## src/rtl/st7735_cmd_pkg.sv

```systemverilog
package st7735_cmd_pkg;

   // st7735 opcodes used during power-up
   localparam logic [7:0] cmd_swreset = 8'h01;
   localparam logic [7:0] cmd_slpout  = 8'h11;
   localparam logic [7:0] cmd_invctr  = 8'hb4;
   localparam logic [7:0] cmd_pwctr1  = 8'hc0;
   localparam logic [7:0] cmd_pwctr4  = 8'hc3;
   localparam logic [7:0] cmd_pwctr5  = 8'hc4;
   localparam logic [7:0] cmd_vmctr1  = 8'hc5;
   localparam logic [7:0] cmd_invon   = 8'h21;
   localparam logic [7:0] cmd_madctl  = 8'h36;
   localparam logic [7:0] cmd_colmod  = 8'h3a;
   localparam logic [7:0] cmd_caset   = 8'h2a;
   localparam logic [7:0] cmd_raset   = 8'h2b;
   localparam logic [7:0] cmd_noron   = 8'h13;
   localparam logic [7:0] cmd_dispon  = 8'h29;

   // settle delay after an entry
   typedef enum logic [1:0] {
      dsel_none   = 2'd0,
      dsel_short  = 2'd1,
      dsel_medium = 2'd2,
      dsel_long   = 2'd3
   } delay_sel_t;

   typedef struct packed {
      logic [7:0] value;
      logic       is_param;
      delay_sel_t delay;
   } init_entry_t;

   // panel reset pin timing, in clk cycles
   localparam int reset_low_cycles  = 64;
   localparam int reset_wait_cycles = 128;

   // settle delays, scaled down for simulation
   localparam int delay_short  = 40;
   localparam int delay_medium = 100;
   localparam int delay_long   = 200;

   typedef logic [7:0] delay_cnt_t;

   localparam int init_len = 33;

   // power-up sequence, params go out as data bytes
   localparam init_entry_t init_table [init_len] = '{
      '{cmd_swreset, 1'b0, dsel_medium},
      '{cmd_slpout,  1'b0, dsel_long},
      '{cmd_invctr,  1'b0, dsel_none},
      '{8'h07,       1'b1, dsel_none},
      '{cmd_pwctr1,  1'b0, dsel_none},
      '{8'ha2,       1'b1, dsel_none},
      '{8'h02,       1'b1, dsel_none},
      '{8'h84,       1'b1, dsel_none},
      '{cmd_pwctr4,  1'b0, dsel_none},
      '{8'h8a,       1'b1, dsel_none},
      '{8'h2a,       1'b1, dsel_none},
      '{cmd_pwctr5,  1'b0, dsel_none},
      '{8'h8a,       1'b1, dsel_none},
      '{8'hee,       1'b1, dsel_none},
      '{cmd_vmctr1,  1'b0, dsel_none},
      '{8'h0e,       1'b1, dsel_none},
      '{cmd_invon,   1'b0, dsel_none},
      '{cmd_madctl,  1'b0, dsel_none},
      '{8'hc8,       1'b1, dsel_none},
      '{cmd_colmod,  1'b0, dsel_none},
      '{8'h05,       1'b1, dsel_none},
      '{cmd_caset,   1'b0, dsel_none},
      '{8'h00,       1'b1, dsel_none},
      '{8'h1a,       1'b1, dsel_none},
      '{8'h00,       1'b1, dsel_none},
      '{8'h6a,       1'b1, dsel_none},
      '{cmd_raset,   1'b0, dsel_none},
      '{8'h00,       1'b1, dsel_none},
      '{8'h01,       1'b1, dsel_none},
      '{8'h00,       1'b1, dsel_none},
      '{8'ha1,       1'b1, dsel_none},
      '{cmd_noron,   1'b0, dsel_short},
      '{cmd_dispon,  1'b0, dsel_medium}
   };

endpackage

```

## src/rtl/lcd_spi_pkg.sv

```systemverilog
package lcd_spi_pkg;

   // serial clock is clk / 2**spi_div_log2
   localparam int spi_div_log2 = 1;

   // longest word on the wire, one rgb565 pixel
   localparam int word_max_bits = 16;

   // bits still to shift, 0 means idle
   typedef logic [4:0] bit_count_t;

   // what a word means to the panel
   typedef enum logic [1:0] {
      kind_cmd8  = 2'd0,
      kind_dat8  = 2'd1,
      kind_dat16 = 2'd2
   } word_kind_t;

   // one transfer, 8-bit kinds sit in the low byte of payload
   typedef struct packed {
      word_kind_t  kind;
      logic [15:0] payload;
   } xfer_word_t;

endpackage
```

## src/rtl/lcd_xfer_if.sv

```systemverilog
`timescale 1ns/1ps

// four-phase word handshake
// source raises req with word stable, sink acks after the last bit
// source drops req, sink drops ack one clk later
interface lcd_xfer_if;

   logic                    req;
   lcd_spi_pkg::xfer_word_t word;
   logic                    ack;

   modport source (
      output req,
      output word,
      input  ack
   );

   modport sink (
      input  req,
      input  word,
      output ack
   );

endinterface

```

## src/rtl/st7735_ctrl.sv

```systemverilog
`timescale 1ns/1ps

module st7735_ctrl (
   input  logic        clk,
   input  logic        rst_n,
   input  logic        wstrb,
   input  logic        sel_cmd,
   input  logic        sel_dat,
   input  logic        sel_dat16,
   input  logic [15:0] wdata,
   output logic        busy,
   output logic        oled_mosi,
   output logic        oled_clk,
   output logic        oled_cs,
   output logic        oled_dc,
   output logic        oled_rst
);

   logic init_done;

   // sequencer to host port
   lcd_xfer_if init_link ();
   // host port to serializer
   lcd_xfer_if spi_link ();

   init_sequencer u_init (
      .clk      (clk),
      .rst_n    (rst_n),
      .xfer     (init_link.source),
      .oled_rst (oled_rst),
      .done     (init_done)
   );

   host_port u_host (
      .clk       (clk),
      .rst_n     (rst_n),
      .wstrb     (wstrb),
      .sel_cmd   (sel_cmd),
      .sel_dat   (sel_dat),
      .sel_dat16 (sel_dat16),
      .wdata     (wdata),
      .init_done (init_done),
      .init_xfer (init_link.sink),
      .out_xfer  (spi_link.source),
      .busy      (busy)
   );

   spi_serializer u_spi (
      .clk       (clk),
      .rst_n     (rst_n),
      .xfer      (spi_link.sink),
      .oled_mosi (oled_mosi),
      .oled_clk  (oled_clk),
      .oled_cs   (oled_cs),
      .oled_dc   (oled_dc)
   );

endmodule

```

## src/rtl/host_port.sv

```systemverilog
`timescale 1ns/1ps

module host_port (
   input  logic        clk,
   input  logic        rst_n,
   input  logic        wstrb,
   input  logic        sel_cmd,
   input  logic        sel_dat,
   input  logic        sel_dat16,
   input  logic [15:0] wdata,
   input  logic        init_done,
   lcd_xfer_if.sink    init_xfer,
   lcd_xfer_if.source  out_xfer,
   output logic        busy
);

   typedef enum logic [1:0] {
      h_idle,
      h_load,
      h_wait_ack,
      h_wait_low
   } host_state_t;

   host_state_t             state;
   lcd_spi_pkg::xfer_word_t host_word;
   logic                    host_req;
   logic                    host_active;
   logic                    accept;

   assign host_active = (state != h_idle);
   assign busy = !init_done || host_active;

   // exactly one destination per strobe
   assign accept = wstrb && !busy &&
                   ({sel_cmd, sel_dat, sel_dat16} inside {3'b100, 3'b010, 3'b001});

   // init traffic owns the link until done
   assign out_xfer.req  = init_done ? host_req  : init_xfer.req;
   assign out_xfer.word = init_done ? host_word : init_xfer.word;
   assign init_xfer.ack = init_done ? 1'b0      : out_xfer.ack;

   always_ff @(posedge clk) begin
      if (accept) begin
         if (sel_dat16) begin
            host_word.kind    <= lcd_spi_pkg::kind_dat16;
            host_word.payload <= wdata;
         end else begin
            host_word.kind    <= sel_cmd ? lcd_spi_pkg::kind_cmd8 : lcd_spi_pkg::kind_dat8;
            host_word.payload <= {8'h00, wdata[7:0]};
         end
      end
   end

   always_ff @(posedge clk) begin
      if (!rst_n) begin
         state    <= h_idle;
         host_req <= 1'b0;
      end else begin
         case (state)
            h_idle: begin
               if (accept) begin
                  state <= h_load;
               end
            end
            // word captured, raise req
            h_load: begin
               host_req <= 1'b1;
               state    <= h_wait_ack;
            end
            h_wait_ack: begin
               if (out_xfer.ack) begin
                  host_req <= 1'b0;
                  state    <= h_wait_low;
               end
            end
            default: begin
               if (!out_xfer.ack) begin
                  state <= h_idle;
               end
            end
         endcase
      end
   end

   // host names at most one destination on a strobe the port can take
   a_one_sel: assert property (
      @(posedge clk) disable iff (!rst_n)
      (wstrb && !busy) |-> $onehot0({sel_cmd, sel_dat, sel_dat16})
   );

endmodule

```

## src/rtl/init_sequencer.sv

```systemverilog
`timescale 1ns/1ps

module init_sequencer (
   input  logic        clk,
   input  logic        rst_n,
   lcd_xfer_if.source  xfer,
   output logic        oled_rst,
   output logic        done
);

   typedef enum logic [2:0] {
      st_rst_low,
      st_rst_wait,
      st_issue,
      st_wait_ack,
      st_release,
      st_delay,
      st_done
   } seq_state_t;

   seq_state_t                                  state;
   logic [$clog2(st7735_cmd_pkg::init_len)-1:0] idx;
   st7735_cmd_pkg::delay_cnt_t                  cnt;
   st7735_cmd_pkg::init_entry_t                 entry;

   // settle count after an entry, counted down to zero
   function automatic st7735_cmd_pkg::delay_cnt_t delay_len(
      st7735_cmd_pkg::delay_sel_t sel
   );
      case (sel)
         st7735_cmd_pkg::dsel_short:
            delay_len = st7735_cmd_pkg::delay_cnt_t'(st7735_cmd_pkg::delay_short - 1);
         st7735_cmd_pkg::dsel_medium:
            delay_len = st7735_cmd_pkg::delay_cnt_t'(st7735_cmd_pkg::delay_medium - 1);
         st7735_cmd_pkg::dsel_long:
            delay_len = st7735_cmd_pkg::delay_cnt_t'(st7735_cmd_pkg::delay_long - 1);
         default:
            delay_len = '0;
      endcase
   endfunction

   assign entry = st7735_cmd_pkg::init_table[idx];

   // request word, held stable through the handshake
   always_ff @(posedge clk) begin
      if (state == st_issue) begin
         xfer.word.payload <= {8'h00, entry.value};
         if (entry.is_param) begin
            xfer.word.kind <= lcd_spi_pkg::kind_dat8;
         end else begin
            xfer.word.kind <= lcd_spi_pkg::kind_cmd8;
         end
      end
   end

   always_ff @(posedge clk) begin
      if (!rst_n) begin
         state    <= st_rst_low;
         idx      <= '0;
         cnt      <= '0;
         oled_rst <= 1'b0;
         done     <= 1'b0;
         xfer.req <= 1'b0;
      end else begin
         case (state)
            // panel held in reset
            st_rst_low: begin
               if (cnt == st7735_cmd_pkg::delay_cnt_t'(st7735_cmd_pkg::reset_low_cycles - 1)) begin
                  oled_rst <= 1'b1;
                  cnt      <= '0;
                  state    <= st_rst_wait;
               end else begin
                  cnt <= cnt + 1'b1;
               end
            end
            // panel boots after release
            st_rst_wait: begin
               if (cnt == st7735_cmd_pkg::delay_cnt_t'(st7735_cmd_pkg::reset_wait_cycles - 1)) begin
                  idx   <= '0;
                  state <= st_issue;
               end else begin
                  cnt <= cnt + 1'b1;
               end
            end
            st_issue: begin
               xfer.req <= 1'b1;
               state    <= st_wait_ack;
            end
            st_wait_ack: begin
               if (xfer.ack) begin
                  xfer.req <= 1'b0;
                  state    <= st_release;
               end
            end
            // wait for ack low before the delay starts
            st_release: begin
               if (!xfer.ack) begin
                  cnt   <= delay_len(entry.delay);
                  state <= st_delay;
               end
            end
            st_delay: begin
               if (cnt == '0) begin
                  if (int'(idx) == st7735_cmd_pkg::init_len - 1) begin
                     done  <= 1'b1;
                     state <= st_done;
                  end else begin
                     idx   <= idx + 1'b1;
                     state <= st_issue;
                  end
               end else begin
                  cnt <= cnt - 1'b1;
               end
            end
            // table played, hold here
            default: begin
               state <= st_done;
            end
         endcase
      end
   end

   a_idx_range: assert property (
      @(posedge clk) disable iff (!rst_n)
      (state == st_issue) |-> (int'(idx) < st7735_cmd_pkg::init_len)
   );

endmodule

```

## src/rtl/spi_serializer.sv

```systemverilog
`timescale 1ns/1ps

module spi_serializer (
   input  logic       clk,
   input  logic       rst_n,
   lcd_xfer_if.sink   xfer,
   output logic       oled_mosi,
   output logic       oled_clk,
   output logic       oled_cs,
   output logic       oled_dc
);

   localparam int msb = lcd_spi_pkg::word_max_bits - 1;

   logic [lcd_spi_pkg::spi_div_log2-1:0] div_cnt;
   logic                                 tick;
   logic [msb:0]                         shifter;
   lcd_spi_pkg::bit_count_t              bit_cnt;
   logic                                 active;
   logic                                 load;

   // divider msb is the serial clock
   assign oled_clk = div_cnt[lcd_spi_pkg::spi_div_log2-1];
   // all ones, so oled_clk falls on the next edge
   assign tick = &div_cnt;

   assign active = (bit_cnt != '0);
   // new word only once the previous handshake is closed
   assign load = xfer.req && !xfer.ack && !active;

   // msb first
   assign oled_mosi = shifter[msb];

   always_ff @(posedge clk) begin
      if (!rst_n) begin
         div_cnt <= '0;
      end else begin
         div_cnt <= div_cnt + 1'b1;
      end
   end

   always_ff @(posedge clk) begin
      if (load) begin
         // byte kinds go to the upper half
         if (xfer.word.kind == lcd_spi_pkg::kind_dat16) begin
            shifter <= xfer.word.payload;
         end else begin
            shifter <= {xfer.word.payload[7:0], 8'h00};
         end
      end else if (tick && active && !oled_cs) begin
         shifter <= {shifter[msb-1:0], 1'b0};
      end
   end

   always_ff @(posedge clk) begin
      if (!rst_n) begin
         bit_cnt  <= '0;
         oled_cs  <= 1'b1;
         oled_dc  <= 1'b0;
         xfer.ack <= 1'b0;
      end else begin
         // return to zero once the source lets go
         if (xfer.ack && !xfer.req) begin
            xfer.ack <= 1'b0;
         end
         if (load) begin
            oled_cs <= 1'b1;
            oled_dc <= (xfer.word.kind != lcd_spi_pkg::kind_cmd8);
            if (xfer.word.kind == lcd_spi_pkg::kind_dat16) begin
               bit_cnt <= lcd_spi_pkg::bit_count_t'(lcd_spi_pkg::word_max_bits);
            end else begin
               bit_cnt <= lcd_spi_pkg::bit_count_t'(8);
            end
         end else if (tick && active) begin
            if (oled_cs) begin
               // first tick only opens the frame
               oled_cs <= 1'b0;
            end else begin
               bit_cnt <= bit_cnt - 1'b1;
               // last bit sampled, close frame and ack
               if (bit_cnt == lcd_spi_pkg::bit_count_t'(1)) begin
                  oled_cs  <= 1'b1;
                  xfer.ack <= 1'b1;
               end
            end
         end
      end
   end

   // ack only comes up while the source still holds req
   a_ack_in_req: assert property (
      @(posedge clk) disable iff (!rst_n)
      $rose(xfer.ack) |-> xfer.req
   );

   a_cnt_range: assert property (
      @(posedge clk) disable iff (!rst_n)
      bit_cnt <= lcd_spi_pkg::bit_count_t'(lcd_spi_pkg::word_max_bits)
   );

endmodule

```

## config.mk

```make
export PLATFORM = sky130hd
export DESIGN_NAME = st7735_ctrl
export DESIGN_NICKNAME = d
export VERILOG_FILES = /design/src/rtl/st7735_cmd_pkg.sv /design/src/rtl/lcd_spi_pkg.sv /design/src/rtl/lcd_xfer_if.sv /design/src/rtl/st7735_ctrl.sv /design/src/rtl/host_port.sv /design/src/rtl/init_sequencer.sv /design/src/rtl/spi_serializer.sv
export SDC_FILE = /design/constraint.sdc
export NUM_CORES = 1
export LEC_CHECK = 0
export BUFFER_PORTS_ARGS = -buffer_cell sky130_fd_sc_hd__buf_4
export CORE_MARGIN = 5
export CORE_UTILIZATION = 50
export CTS_BUF_LIST = sky130_fd_sc_hd__clkbuf_8
export DETAILED_ROUTE_END_ITERATION = 16
export MAX_ROUTING_LAYER = met4
export PLACE_DENSITY_LB_ADDON = 0.08
export SLEW_MARGIN = 20
export SYNTH_ARGS = -nofsm -noshare
export SYNTH_HDL_FRONTEND = slang
export SYNTH_SLANG_ARGS = --single-unit
```

## constraint.sdc

```tcl
create_clock -name clk -period 3 [get_ports clk]
set_clock_uncertainty 0.05 [all_clocks]
set_input_delay 0.15 -clock clk [delete_from_list [all_inputs] [get_ports clk]]
set_output_delay 0.15 -clock clk [all_outputs]
set_load 0.03 [all_outputs]
```

* After elaboration in Yosys (flattened, before gate mapping)
Memories as Yosys holds them, arrays and structs flattened.
Index checks and enable logic that the tools add are counted.
** Storage, ports and cells
- Register bits :: 76
- Latch bits :: 0
- RAM bits :: 0
- Bits in read-only memories :: 704
- Input bits :: 22
- Output and inout port bits :: 6
- Word-level logic and storage cells :: 141
- Memories :: 1
** Memory list
- (no name shown) :: words 64, bits a word 11, read ports 1, clocked after Yosys merged registers in 0, wr ports 0, line init_sequencer.sv:42 : assign entry = st7735_cmd_pkg::init_table[idx];
** Operators by class
- $add $sub $neg :: 5
- Multipliers :: 0
- Div/mod/pow operators :: 0
- Magnitude comparators :: 1
- Equality and inequality tests :: 30
- Shifts and indexed selects :: 0
- Mux-type cells :: 46
- Bitwise logic cells :: 2
- Reduce and logical (&&, ||, !) cells :: 37
** Operator list (count)
- 2-to-1 mux 16 bit :: 3
- 2-to-1 mux 8 bit :: 4
- case mux 8 bit (4 select lines) :: 1
- case mux 8 bit (3 select lines) :: 1
- 2-to-1 mux 11 bit :: 2
- 2-to-1 mux 5 bit :: 4
- 2-to-1 mux 18 bit :: 1
- 2-to-1 mux 3 bit :: 6
- 2-to-1 mux 6 bit :: 3
- case mux 3 bit (6 select lines) :: 1
- nonzero test 2 bit :: 7
- 2-to-1 mux 1 bit :: 13
- inequality test 2 x 1 -> 1 bit (second input constant) :: 6
- case mux 6 bit (2 select lines) :: 1
- inequality test 2 bit (second input constant) :: 5
- equality test 3 x 2 -> 1 bit (second input constant) :: 3
- equality test 3 bit (second input constant) :: 3
- adder 8 x 1 -> 8 bit (second input constant) :: 1
- equality test 2 bit (second input constant) :: 4
- equality test 8 x 6 -> 1 bit (second input constant) :: 1
- equality test 8 x 7 -> 1 bit (second input constant) :: 1
- logical NOT 8 bit :: 1
- AND reduction 2 bit :: 4
- AND reduction 4 bit :: 2
- 26 further kinds :: 43

* Longest topological paths before layout
Gate-level depths: netlist of run 1.
- Depth after elaboration :: 8
- Depth in mapped cells :: 11
- Gate-level depth less buffers :: 11

* Modules after synthesis
Synthesis of run 1 repeated with hierarchy kept, for this count alone.
** Unflattened totals
- Cells, all modules :: 500
- Area, all modules :: 4770.8 µm²
** Modules (own cells, without submodules)
- init_sequencer :: times used 1, cells each 302, area each 2397.3 µm², seq. area each 670.6 µm²
- spi_serializer :: times used 1, cells each 121, area each 1295.0 µm², seq. area each 660.6 µm²
- host_port :: times used 1, cells each 77, area each 1078.5 µm², seq. area each 600.6 µm²

* Worst setup path after synthesis of run 1
Ideal clock, no wire load.
- Path type :: reg2reg
- Start :: register u_spi.bit_cnt[0]
- End :: register u_spi.shifter[0], enable pin
- Setup time :: 0.372 ns
- Data arrival time :: 2.203 ns
- Required time :: 2.578 ns
- Slack :: 0.375 ns
- Cell stages (with the launch flop) :: 8
- Buffers on the path :: 2
- Clock period less this slack :: 2.625 ns
- Cell sequence :: dfxtp_1 > inv_1 > ha_1 > or4b_2 > or3_1 > clkbuf_1 > clkbuf_1 > nand2_1
** Between the ends
- Word-level cells in the longest chain between the ends :: 4
- Elaborated cells on any way between the ends :: 6
- Classes of those cells :: 6 x reduce/logical
** Ends and longest elaborated chain
- start, declared :: line spi_serializer.sv:18 : lcd_spi_pkg::bit_count_t bit_cnt;
- start signal, assigned :: line spi_serializer.sv:70 : bit_cnt <= lcd_spi_pkg::bit_count_t'(lcd_spi_pkg::word_max_bits);
- start signal, assigned :: line spi_serializer.sv:72 : bit_cnt <= lcd_spi_pkg::bit_count_t'(8);
- start signal, assigned :: line spi_serializer.sv:79 : bit_cnt <= bit_cnt - 1'b1;
- nonzero test 5 bit (*) :: line spi_serializer.sv:27 : assign active = (bit_cnt != '0);
- logical AND 1 bit or logical NOT 1 bit (tied branches) :: line spi_serializer.sv:50, spi_serializer.sv:29
- logical AND 1 bit (on tied branches) :: line spi_serializer.sv:50, spi_serializer.sv:29
- nonzero test 2 bit (no line) (*)
- end signal, assigned :: line spi_serializer.sv:46 : shifter <= xfer.word.payload;
- end signal, assigned :: line spi_serializer.sv:48 : shifter <= {xfer.word.payload[7:0], 8'h00};
- end signal, assigned :: line spi_serializer.sv:51 : shifter <= {shifter[msb-1:0], 1'b0};
- end, declared :: line spi_serializer.sv:17 : logic [msb:0] shifter;
Mark *: on every way between the ends. The rest lies on a longest branch, timed or not.
A chain may end at the register's enable or synchronous reset.

* Worst setup path after layout of run 1
- Start :: register u_init.idx[0] in the netlist's numbering
- End :: register u_init.cnt[5]
** Between the ends
- Word-level cells in the longest chain between the ends :: 8
- Elaborated cells on any way between the ends :: 10
- Classes of those cells :: 3 x eq/ne; 5 x mux; 1 x bitwise; 1 x memory
** Ends and longest elaborated chain
- start, declared :: line init_sequencer.sv:22 : logic [$clog2(st7735_cmd_pkg::init_len)-1:0] idx;
- start signal, assigned :: line init_sequencer.sv:108 : idx <= idx + 1'b1;
- inverter 6 -> 7 bit (not written as such) (*) :: line init_sequencer.sv:42
- memory read (64 x 11 bit) (*)
- 2-to-1 mux 11 bit (not written as such) (*) (2 in series) :: line init_sequencer.sv:42
- equality test 2 bit or equality test 2 x 1 -> 1 bit (tied branches) :: line init_sequencer.sv:30 : case (sel)
- case mux 8 bit (3 select lines) (*) :: line init_sequencer.sv:30
- 2-to-1 mux 8 bit (*) :: line init_sequencer.sv:97 : if (!xfer.ack) begin
- case mux 8 bit (4 select lines) (*) :: line init_sequencer.sv:65 : case (state)
- end signal, assigned :: line init_sequencer.sv:73 : cnt <= cnt + 1'b1;
- end signal, assigned :: line init_sequencer.sv:98 : cnt <= delay_len(entry.delay);
- end signal, assigned :: line init_sequencer.sv:112 : cnt <= cnt - 1'b1;
- end, declared :: line init_sequencer.sv:23 : st7735_cmd_pkg::delay_cnt_t cnt;
Mark *: on every way between the ends. The rest lies on a longest branch, timed or not. The select of a mux whose other input is x is not followed.

==> results.toml, run 1 <==
[clock_network]
cts_tree = "yes"
worst_setup_hold_path_clk_slew_ns = 0.09
cts_buffer_depth = 2
clock-root-buffer = "sky130_fd_sc_hd__clkbuf_8"
clock_sink_count = 75
clk-insertion-delay-late_ns = 0.34
cts-resized-gates = 0
cts_max_level = 3
numCtsBuffers = 9

[job]
max_cap_viol_count = 0

[final_layout]
ant_diodes = 0
final_common_cell = "sky130_fd_sc_hd__nand2_1"
mostFrequentLayoutCells = "sky130_fd_sc_hd__nand2_1, sky130_fd_sc_hd__o21ai_0, sky130_fd_sc_hd__edfxtp_1"
postLayoutCoreUtil = 0.571
seq_area_um2 = 1930
instances_no_fill = 625
syn_to_final_growth_pct = 12.1
multi_input_area_um2 = 2230
drive_gt1_frac = 0.128
nFillCells = 792
design.final.nets = 554

[routing]
via_count = 3599
initialDrtViolationCount = 299
drc = 0
detail_route.wirelength_um = 9850
route.detailed.wl_per_inst_um = 15.8
antenna_violating_nets_post_route = 0
viasPerCell = 5.76
drt_pre_antenna_iters = 4

[timing]
fin_tns_setup_ns = 0
grt_setup_unrepaired = "no"
final_period_minus_worst_setup_slack_ns = 2.50
min_period_over_period = 0.832
slew-limit-headroom = 0.432
timing.final.setup_violations = 0
timing_max_transition_violations_final = 0
worst-slew-pin-transition_ns = 0.850
hold_violations = 0
fmaxAchievable_mhz = 401

[synthesis]
synth_area_per_cell_um2 = 9.02
postSynthCellCount = 488
synth-seq-cells = 75
synth-async-reset-ratio = 0
yosys.area.top_type = "sky130_fd_sc_hd__edfxtp_1"
post_synth_edffs = 43
mappedNetlistNets = 530
synth_area_um2 = 4400
total_number_of_yosys_warnings = 0
synthFlopType = "sky130_fd_sc_hd__edfxtp_1"
yosys.area.top_type_share = 0.293
synth_area_leaders = "sky130_fd_sc_hd__edfxtp_1, sky130_fd_sc_hd__dfxtp_1, sky130_fd_sc_hd__o21ai_0"
synth.distinct_cells = 60
synth_seq_area_share = 0.439

[worst_setup_path]
crit_path_max_fanout = 8
crit_path_frequent_cell = "sky130_fd_sc_hd__ha_1"
startpoint_type = "flop"
crit_path_end_kind = "flop"
critical_path_class = "reg2reg"
rr_worst_depth = 9
slowest_delay_ns = 0.46
cp_data_arrival_time_ns = 2.66
slack_of_the_worst_reg_to_reg_path_ns = 0.50
rr_startpoint = "u_init.idx[0]"
timing.critical_path.cells = "ha_1, ha_1, nand3_1, a21oi_1, ha_1, and3_1, a31o_2, a211oi_1, o32ai_1"
crit_path_top_delay_cell = "sky130_fd_sc_hd__dfxtp_1"
cp.required_ns = 3.16
r2r_end = "u_init.cnt[5]"

[power]
p_leak_nw = 1.77
power.density_cell_area_nw_per_um2 = 414
ir_drop_worst_case_vdd_mv = 0.245
total_power_w = 0.00204

[hold_path]
hold_path.startpoint = "wdata[14]"
hold-path-cell-count = 2
hold_path_end = "u_host.host_word[14]"
worstHoldPathType = "in2reg"

[global_route]
globalRouteMet1Util = 0.265
grt_pass1_wl_um = 16600
grtUsageTotal = 0.189
use_met3 = 0.0243
global_route.usage.met2 = 0.281
grt_max_degree = 36
first_global_vias = 3348
globalRouteOverflowTotal = 0
initial_antenna_violation_count = 0
grt_busiest_layer = "met2"

[run_status]
outcome = "finished, final reports clean"

[floorplanning]
die_w_um = 104
die_area_um2 = 10800
floorplan.io_pins = 28
floorplan.initialDensity = 0.510
num_rows = 34
core_region_area_um2 = 8640
die_outline_height_um = 104

[placement]
detailedPlacementHpwl_um = 6880
place_inst = 601
buffer_ports.inserted = 27
routabilityCongestion = 0.871
## worst max-delay path, delay by kind of cell, from the launching register on
kind | cells | cell delay, ns
flip-flops | 1 | 0.46
AND/OR/NAND/NOR | 2 | 0.26
adder cells (fa/ha/maj) | 3 | 0.86
AO/OA/AOI/OAI | 4 | 0.76
## report_power, final
part           internal [W]  total [W]  switching [W]
sequential          0.00109    0.00111      0.0000138
clock              0.000383   0.000783       0.000399
combinational     0.0000741   0.000154      0.0000795
total               0.00155    0.00204       0.000493
## routing by layer
layer  part of all wire  vias up  wire, µm
met1               0.49     1688      4790
met3              0.029       14       282
met5                  0        -         0
met2               0.47       69      4630
met4              0.015        0       150
li1                   -     1828         -
## cells in the mapped netlist (2+ instances only)
library cell,number
sky130_fd_sc_hd__nand2b_1,6
sky130_fd_sc_hd__and3_1,2
sky130_fd_sc_hd__xor2_1,3
sky130_fd_sc_hd__o31ai_1,9
sky130_fd_sc_hd__a32oi_1,2
sky130_fd_sc_hd__a41oi_1,2
sky130_fd_sc_hd__nor3_1,12
sky130_fd_sc_hd__nor2b_1,7
sky130_fd_sc_hd__nor4b_1,3
sky130_fd_sc_hd__mux2i_1,17
sky130_fd_sc_hd__dfxtp_1,32
sky130_fd_sc_hd__or3_1,5
sky130_fd_sc_hd__a21oi_1,31
sky130_fd_sc_hd__edfxtp_1,43
sky130_fd_sc_hd__ha_1,20
sky130_fd_sc_hd__a2111oi_0,2
sky130_fd_sc_hd__nand3_1,14
sky130_fd_sc_hd__o21a_1,2
sky130_fd_sc_hd__a211oi_1,11
sky130_fd_sc_hd__a31oi_1,4
sky130_fd_sc_hd__o32ai_1,2
sky130_fd_sc_hd__nand2_1,61
sky130_fd_sc_hd__and2_1,9
sky130_fd_sc_hd__a311oi_1,2
sky130_fd_sc_hd__nor2_1,35
sky130_fd_sc_hd__clkbuf_8,3
sky130_fd_sc_hd__nand4_1,4
sky130_fd_sc_hd__or3_2,4
sky130_fd_sc_hd__inv_1,21
sky130_fd_sc_hd__or4b_2,2
sky130_fd_sc_hd__a221oi_1,2
sky130_fd_sc_hd__o21ai_0,54
sky130_fd_sc_hd__or4_1,2
sky130_fd_sc_hd__a21o_1,2
sky130_fd_sc_hd__xnor2_1,2
sky130_fd_sc_hd__o221ai_1,3
sky130_fd_sc_hd__o311ai_0,2
sky130_fd_sc_hd__clkbuf_1,27
sky130_fd_sc_hd__nand3b_1,3
## worst max-delay path by stage
stage / cells after the start / startpoint / end
2_1_floorplan: 7 / u_spi.bit_cnt[0] / u_spi.shifter[0]
3_5_place_dp: 9 / u_init.idx[0] / u_init.cnt[5]
3_3_place_gp: 9 / u_init.idx[0] / u_init.cnt[5]
6_report: 9 / u_init.idx[0] / u_init.cnt[5]
4_1_cts: 9 / u_init.idx[0] / u_init.cnt[5]
5_1_grt: 11 / u_init.idx[0] / u_init.cnt[1]
## kinds of logic (layout without fill, tap and decap cells)
group	count (synthesis)	after routing	synth area share
xor gates and xnor gates	5	5	0.00995
and+or+nand+nor	176	176	0.201
muxes	17	17	0.0387
DFF	75	75	0.439
adders and majority gates	20	20	0.0569
AOI/OAI and AO/OA	141	141	0.200
buffers and inverters	54	83	0.0549
## stage by stage
step | hold WS, ns | cell area [µm²] | setup WS (ns)
floorplan | 0.199 | 4400 | 0.375
global placement | 0.279 | 4660 | 0.632
detailed placement | 0.281 | 4660 | 0.525
CTS | 0.0192 | 4930 | 0.501
global route | 0.0240 | 4930 | 0.258
finish | 0.0343 | 4930 | 0.505
## repair_timing
item	CTS	global route
buffers inserted	0	0
hold endpoints to repair	8	0
hold buffers	8	0
## layout make-up
class                   instances  area share
flip-flops and latches         75       0.392
inverters                      21      0.0160
repair buffers                 46      0.0741
clock buffers                   9      0.0251
clock inverters                 7      0.0140
well taps                     108      0.0274
multi-input cells             359       0.452
## registers in the layout, summed over array words and instances (netlist names), 2 cells and up
signal / cells
u_host.state: 2
u_init.idx: 6
u_spi.bit_cnt: 5
u_init.xfer.word: 9
u_host.host_word: 18
u_init.cnt: 8
u_spi.shifter: 16
u_init.state: 3
Power figures use the tool's default switching activity.
==> inputs of run 2 (changes only) <==
- clock period: 3 -> 2.56 ns (I/O delays scaled with it)
==> run 2 against run 1 <==
Net effect: count of clock-buffer cells in the layout is the same; hold slack lost 0.024 ns; critical path type unchanged; die area is the same; highest routed layer unchanged; critical endpoint is now u_init.idx[5]; sequential share of layout area shrank 1.1 points; core utilization grew 1.6 points; non-clock buffer count grew 18.
==> results.toml, run 2 (synthesized netlist as in run 1, its figures left out) <==
[floorplanning]
die_w_um = 104
die_area_um2 = 10800
core_region_area_um2 = 8640
num_rows = 34
die_outline_height_um = 104
floorplan.initialDensity = 0.510
floorplan.io_pins = 28

[timing]
timing_max_transition_violations_final = 0
min_period_over_period = 0.944
fin_ws_ns = 0.143
grt_setup_unrepaired = "no"
worst-slew-pin-transition_ns = 0.892
worst_hold_margin_ns = 0.0106
fmaxAchievable_mhz = 414
hold_violations = 0
fin_tns_setup_ns = 0
final_period_minus_worst_setup_slack_ns = 2.42
slew-limit-headroom = 0.405
timing.final.setup_violations = 0

[final_layout]
largest_register_ff_count = 18
nFillCells = 771
final_common_cell = "sky130_fd_sc_hd__nand2_1"
largest_registers = "u_host.host_word (18), u_spi.shifter (16), u_init.xfer.word (9)"
max_flop_register = "u_host.host_word"
syn_to_final_growth_pct = 15.2
mostFrequentLayoutCells = "sky130_fd_sc_hd__nand2_1, sky130_fd_sc_hd__o21ai_0, sky130_fd_sc_hd__buf_4"
ant_diodes = 0
design.final.nets = 572
drive_gt1_frac = 0.153

[global_route]
initial_antenna_violation_count = 0
first_global_vias = 3430
globalRouteOverflowTotal = 0
grt_max_degree = 36
grt_pass1_wl_um = 16900
grtUsageTotal = 0.191

[job]
max_cap_viol_count = 0

[hold_path]
hold_path.startpoint = "wdata[14]"
hold-path-cell-count = 2
worstHoldPathType = "in2reg"
hold_path_end = "u_host.host_word[14]"

[clock_network]
setup_fix_buffers_added_after_clock_tree_synthesis = 0
cts_max_level = 3
clock_sink_count = 75
cts_buffer_depth = 2
cts-resized-gates = 0
clk-insertion-delay-late_ns = 0.35
worst_setup_hold_path_clk_slew_ns = 0.09
cts_tree = "yes"
numCtsBuffers = 9
clock-root-buffer = "sky130_fd_sc_hd__clkbuf_8"

[routing]
dr.max_layer_used = "met4"
detail_route.wirelength.met1_um = 4790
met3WireLength_um = 374
viasPerCell = 5.74
via_count = 3694
antenna_violating_nets_post_route = 0
dr_wl_met2_um = 4640
drc = 0
drt_pre_antenna_iters = 5
detail_route.wirelength_um = 9930
initialDrtViolationCount = 262
route.detailed.wl_per_inst_um = 15.4

[placement]
routabilityCongestion = 0.888
detailedPlacementHpwl_um = 6980
buffer_ports.inserted = 27
dpl_worst_slack_ns = 0.209

[worst_setup_path]
critical_path_class = "reg2reg"
cp_data_arrival_time_ns = 2.65
rr_worst_depth = 5
rr_startpoint = "u_init.cnt[4]"
cp.required_ns = 2.79
r2r_end = "u_init.idx[5]"
crit_path_max_fanout = 8
startpoint_type = "flop"
crit_path_end_kind = "flop"
slack_of_the_worst_reg_to_reg_path_ns = 0.14

[power]
ir_drop_worst_case_vdd_mv = 0.215
p_leak_nw = 1.84
power.density_cell_area_nw_per_um2 = 466

[run_status]
outcome = "finished, final reports clean"
run 2: changes by cell type in the layout (fill, tap and decap cells not counted), sizes merged:
cell / delta
clkinvlp: +1
bufinv: -1
inv: +2
buf: +14
dlygate4sd3: +4
clkinv: -2
run 2: power breakdown:
part           leakage [nW]  total, W  internal, W  switching (W)
combinational          1.12  0.000198    0.0000958       0.000102
clock                0.0886  0.000871     0.000367       0.000503
sequential            0.636   0.00129      0.00128      0.0000118
run 2: per-stage QoR:
| step | cell area [µm²] | total power [W] | std cells | util |
|---|---|---|---|---|
| 4_1_cts | 5070 | 0.00237 | 643 | 0.587 |
| 3_3_place_gp | 4770 | 0.00150 | 615 | 0.552 |
| 2_1_floorplan | 4400 | 0.00144 | 488 | - |
| 6_report | 5070 | 0.00236 | 643 | 0.587 |
| 3_5_place_dp | 4770 | 0.00150 | 615 | 0.552 |
| 5_1_grt | 5070 | 0.00244 | 643 | 0.587 |
run 2: repair_timing:
item / CTS / global route
setup endpoints to repair: 0 / 0
endpoints found under the hold margin: 12 / 0
hold buffers: 12 / 0
run 2: critical path, stage by stage (launching register included):
cell and delay (ns):
sky130_fd_sc_hd__dfxtp_1 0.39, sky130_fd_sc_hd__or4_1 0.64, sky130_fd_sc_hd__nor4b_4 0.40, sky130_fd_sc_hd__a31oi_2 0.21, sky130_fd_sc_hd__or4_1 0.50, sky130_fd_sc_hd__a21oi_1 0.16
run 2: how the worst max path moves through the flow:
stage                     start               end  slack (ns)  depth (start not counted)
6_report          u_init.cnt[4]     u_init.idx[5]        0.14                          5
5_1_grt           u_init.cnt[1]     u_init.cnt[3]       0.002                          8
4_1_cts           u_init.cnt[4]     u_init.idx[5]        0.16                          5
3_5_place_dp      u_init.cnt[4]     u_init.idx[5]        0.21                          5
3_3_place_gp      u_init.cnt[4]     u_init.idx[5]        0.22                          5
2_1_floorplan  u_spi.bit_cnt[0]  u_spi.shifter[0]        0.10                          7
run 2: cell type report:
class                           instances  area, µm²  area share
Inverter                               21       78.8      0.0156
Multi-Input combinational cell        359       2230       0.440
Tap cell                              108        135      0.0267
Sequential cell                        75       1930       0.381
Clock inverter                          7       57.6      0.0114
Clock buffer                            9        124      0.0244
Timing Repair Buffer                   64        510       0.101
run 2: metal layers:
metal / GRT usage / vias to the layer above
met5: - / -
met4: 0.0675 / 0
met3: 0.0261 / 11
met2: 0.289 / 83
met1: 0.265 / 1740
li1: - / 1860
==> inputs of run 3 (changes only) <==
- CELL_PAD_IN_SITES_DETAIL_PLACEMENT: default -> 0
- CELL_PAD_IN_SITES_GLOBAL_PLACEMENT: default -> 2
- CORE_UTILIZATION: 50 -> 36
- clock period: 2.56 -> 1.97 ns (I/O delays scaled with it)
==> run 3 against run 2 <==
Net effect: the run now ends with negative setup slack left; first-iteration DRC count shrank 16%; highest routed layer unchanged; via count increased by 6.7%; final area is 20% higher; largest power group unchanged; count of clock-buffer cells in the layout is the same.
==> results.toml, run 3 (synthesized netlist as in run 1, its figures left out) <==
[run_status]
outcome = "complete, but fails checks"
violations = "negative setup slack"

[global_route]
grt_max_degree = 38
initial_antenna_violation_count = 0
first_global_vias = 3839
globalRouteOverflowTotal = 0
grt_pass1_wl_um = 19400
grtUsageTotal = 0.172

[final_layout]
max_flop_register = "u_host.host_word"
instances_no_fill = 746
nFillCells = 1118
largest_registers = "u_host.host_word (18), u_spi.shifter (16), u_init.xfer.word (9)"
multi_input_area_um2 = 2590
drive_gt1_frac = 0.339
design.final.nets = 636
mostFrequentLayoutCells = "sky130_fd_sc_hd__buf_4, sky130_fd_sc_hd__nand2_1, sky130_fd_sc_hd__edfxtp_1"
largest_register_ff_count = 18
ant_diodes = 0
seq_area_um2 = 1950
syn_to_final_growth_pct = 37.9
final_cell_area_um2 = 6070
final_common_cell = "sky130_fd_sc_hd__buf_4"

[floorplanning]
floorplan.io_pins = 28
floorplan.initialDensity = 0.366
num_rows = 40
die_area_um2 = 14500
die_w_um = 121
core_region_area_um2 = 12000
die_outline_height_um = 121

[timing]
min_period_over_period = 1.04
final_period_minus_worst_setup_slack_ns = 2.05
timing.final.setup_violations = 40
fmaxAchievable_mhz = 487
hold_violations = 0
timing_max_transition_violations_final = 0
fin_ws_ns = -0.0842
grt_setup_unrepaired = "yes"
slew-limit-headroom = 0.622
worst_hold_margin_ns = 0.264
worst-slew-pin-transition_ns = 0.566

[placement]
place_inst = 700
detailedPlacementHpwl_um = 8430
placedInstanceArea_um2 = 5280
routabilityCongestion = 0.829
buffer_ports.inserted = 27

[routing]
drt_pre_antenna_iters = 6
via_count = 3943
drc = 0
viasPerCell = 5.29
detail_route.wirelength_um = 12200
route.detailed.wl_per_inst_um = 16.3
antenna_violating_nets_post_route = 0
initialDrtViolationCount = 221

[worst_setup_path]
critical_path_class = "reg2reg"
crit_path_max_fanout = 10
startpoint_type = "flop"
cp_data_arrival_time_ns = 2.08
crit_path_end_kind = "flop"
cp.required_ns = 2.00

[clock_network]
worst_setup_hold_path_clk_slew_ns = 0.09
cts_tree = "yes"
clock_sink_count = 75
cts_max_level = 3
clk-insertion-delay-late_ns = 0.36
clock-root-buffer = "sky130_fd_sc_hd__clkbuf_8"
cts_buffer_depth = 2
numCtsBuffers = 9

[hold_path]
worstHoldPathType = "in2reg"

[power]
p_leak_nw = 2.26
total_power_w = 0.00316
ir_drop_worst_case_vdd_mv = 0.232
power.density_cell_area_nw_per_um2 = 520

[job]
max_cap_viol_count = 0
## run 3: cell count changes in the layout (fill, tap and decap cells not counted), moves of 6 or more
cell                            before  now
sky130_fd_sc_hd__dfxtp_1            32   24
sky130_fd_sc_hd__inv_1              21   15
sky130_fd_sc_hd__buf_6               0   10
sky130_fd_sc_hd__o31ai_2             0    6
sky130_fd_sc_hd__ha_4                0    7
sky130_fd_sc_hd__o31ai_1             9    3
sky130_fd_sc_hd__nand2_2             1    9
sky130_fd_sc_hd__buf_4              52   95
sky130_fd_sc_hd__ha_1               20   10
sky130_fd_sc_hd__o21ai_1             0   14
sky130_fd_sc_hd__dlygate4sd3_1      12   19
sky130_fd_sc_hd__o21ai_0            54   39
sky130_fd_sc_hd__nand2_1            60   51
## run 3: metal layers
metal / global-route usage / vias to the layer above / share of wire
met4: 0.0446 / 0 / 0.0098
met1: 0.230 / 1891 / 0.48
met2: 0.269 / 41 / 0.48
met5: - / - / 0
met3: 0.0327 / 8 / 0.026
li1: - / 2003 / -
## run 3: path summary, 6_finish.rpt
path	cells past startpoint	to	from	slack [ns]
min	5	u_host.state[0]	wstrb	0.26
min reg2reg	1	u_spi.oled_clk	u_spi.oled_clk	0.40
max	6	u_spi.shifter[13]	u_spi.bit_cnt[1]	-0.08
max reg2reg	6	u_spi.shifter[13]	u_spi.bit_cnt[1]	-0.08
## run 3: repair_timing
item,4_1_cts,5_1_grt
hold buffers,19,0
setup endpoints to repair,50,55
cloned,2,2
gates resized for setup,16,59
buffers inserted,4,4
pin swaps,14,10
endpoints found under the hold margin,19,0
## run 3: per-stage QoR
stage | setup WS [ns] | TNS, ns | util
after floorplan | -0.150 | -3.68 | -
after global placement | -0.125 | -2.62 | 0.440
after detailed placement | -0.118 | -3.17 | 0.440
after CTS | -0.0921 | -2.33 | 0.480
after global routing | -0.141 | -5.04 | 0.505
final | -0.0842 | -2.33 | 0.505
## run 3: power by group
group	switching, W	internal (W)
Clock	0.000663	0.000474
Sequential	0.0000139	0.00166
Combinational	0.000167	0.000181
## run 3: layout make-up
cell class	instances	share of cell area
clock inverters	7	0.00969
repair buffers	127	0.179
well taps	147	0.0303
clock buffers	9	0.0204
flip-flops and latches	75	0.321
inverters	21	0.0136
multi-input cells	360	0.426
## run 3: critical path, cell delays in order, from the launching register on
cell	delay [ns]
sky130_fd_sc_hd__dfxtp_2	0.34
sky130_fd_sc_hd__inv_2	0.07
sky130_fd_sc_hd__ha_4	0.13
sky130_fd_sc_hd__or4b_4	0.45
sky130_fd_sc_hd__or3_4	0.43
sky130_fd_sc_hd__buf_12	0.17
sky130_fd_sc_hd__nand2_4	0.12
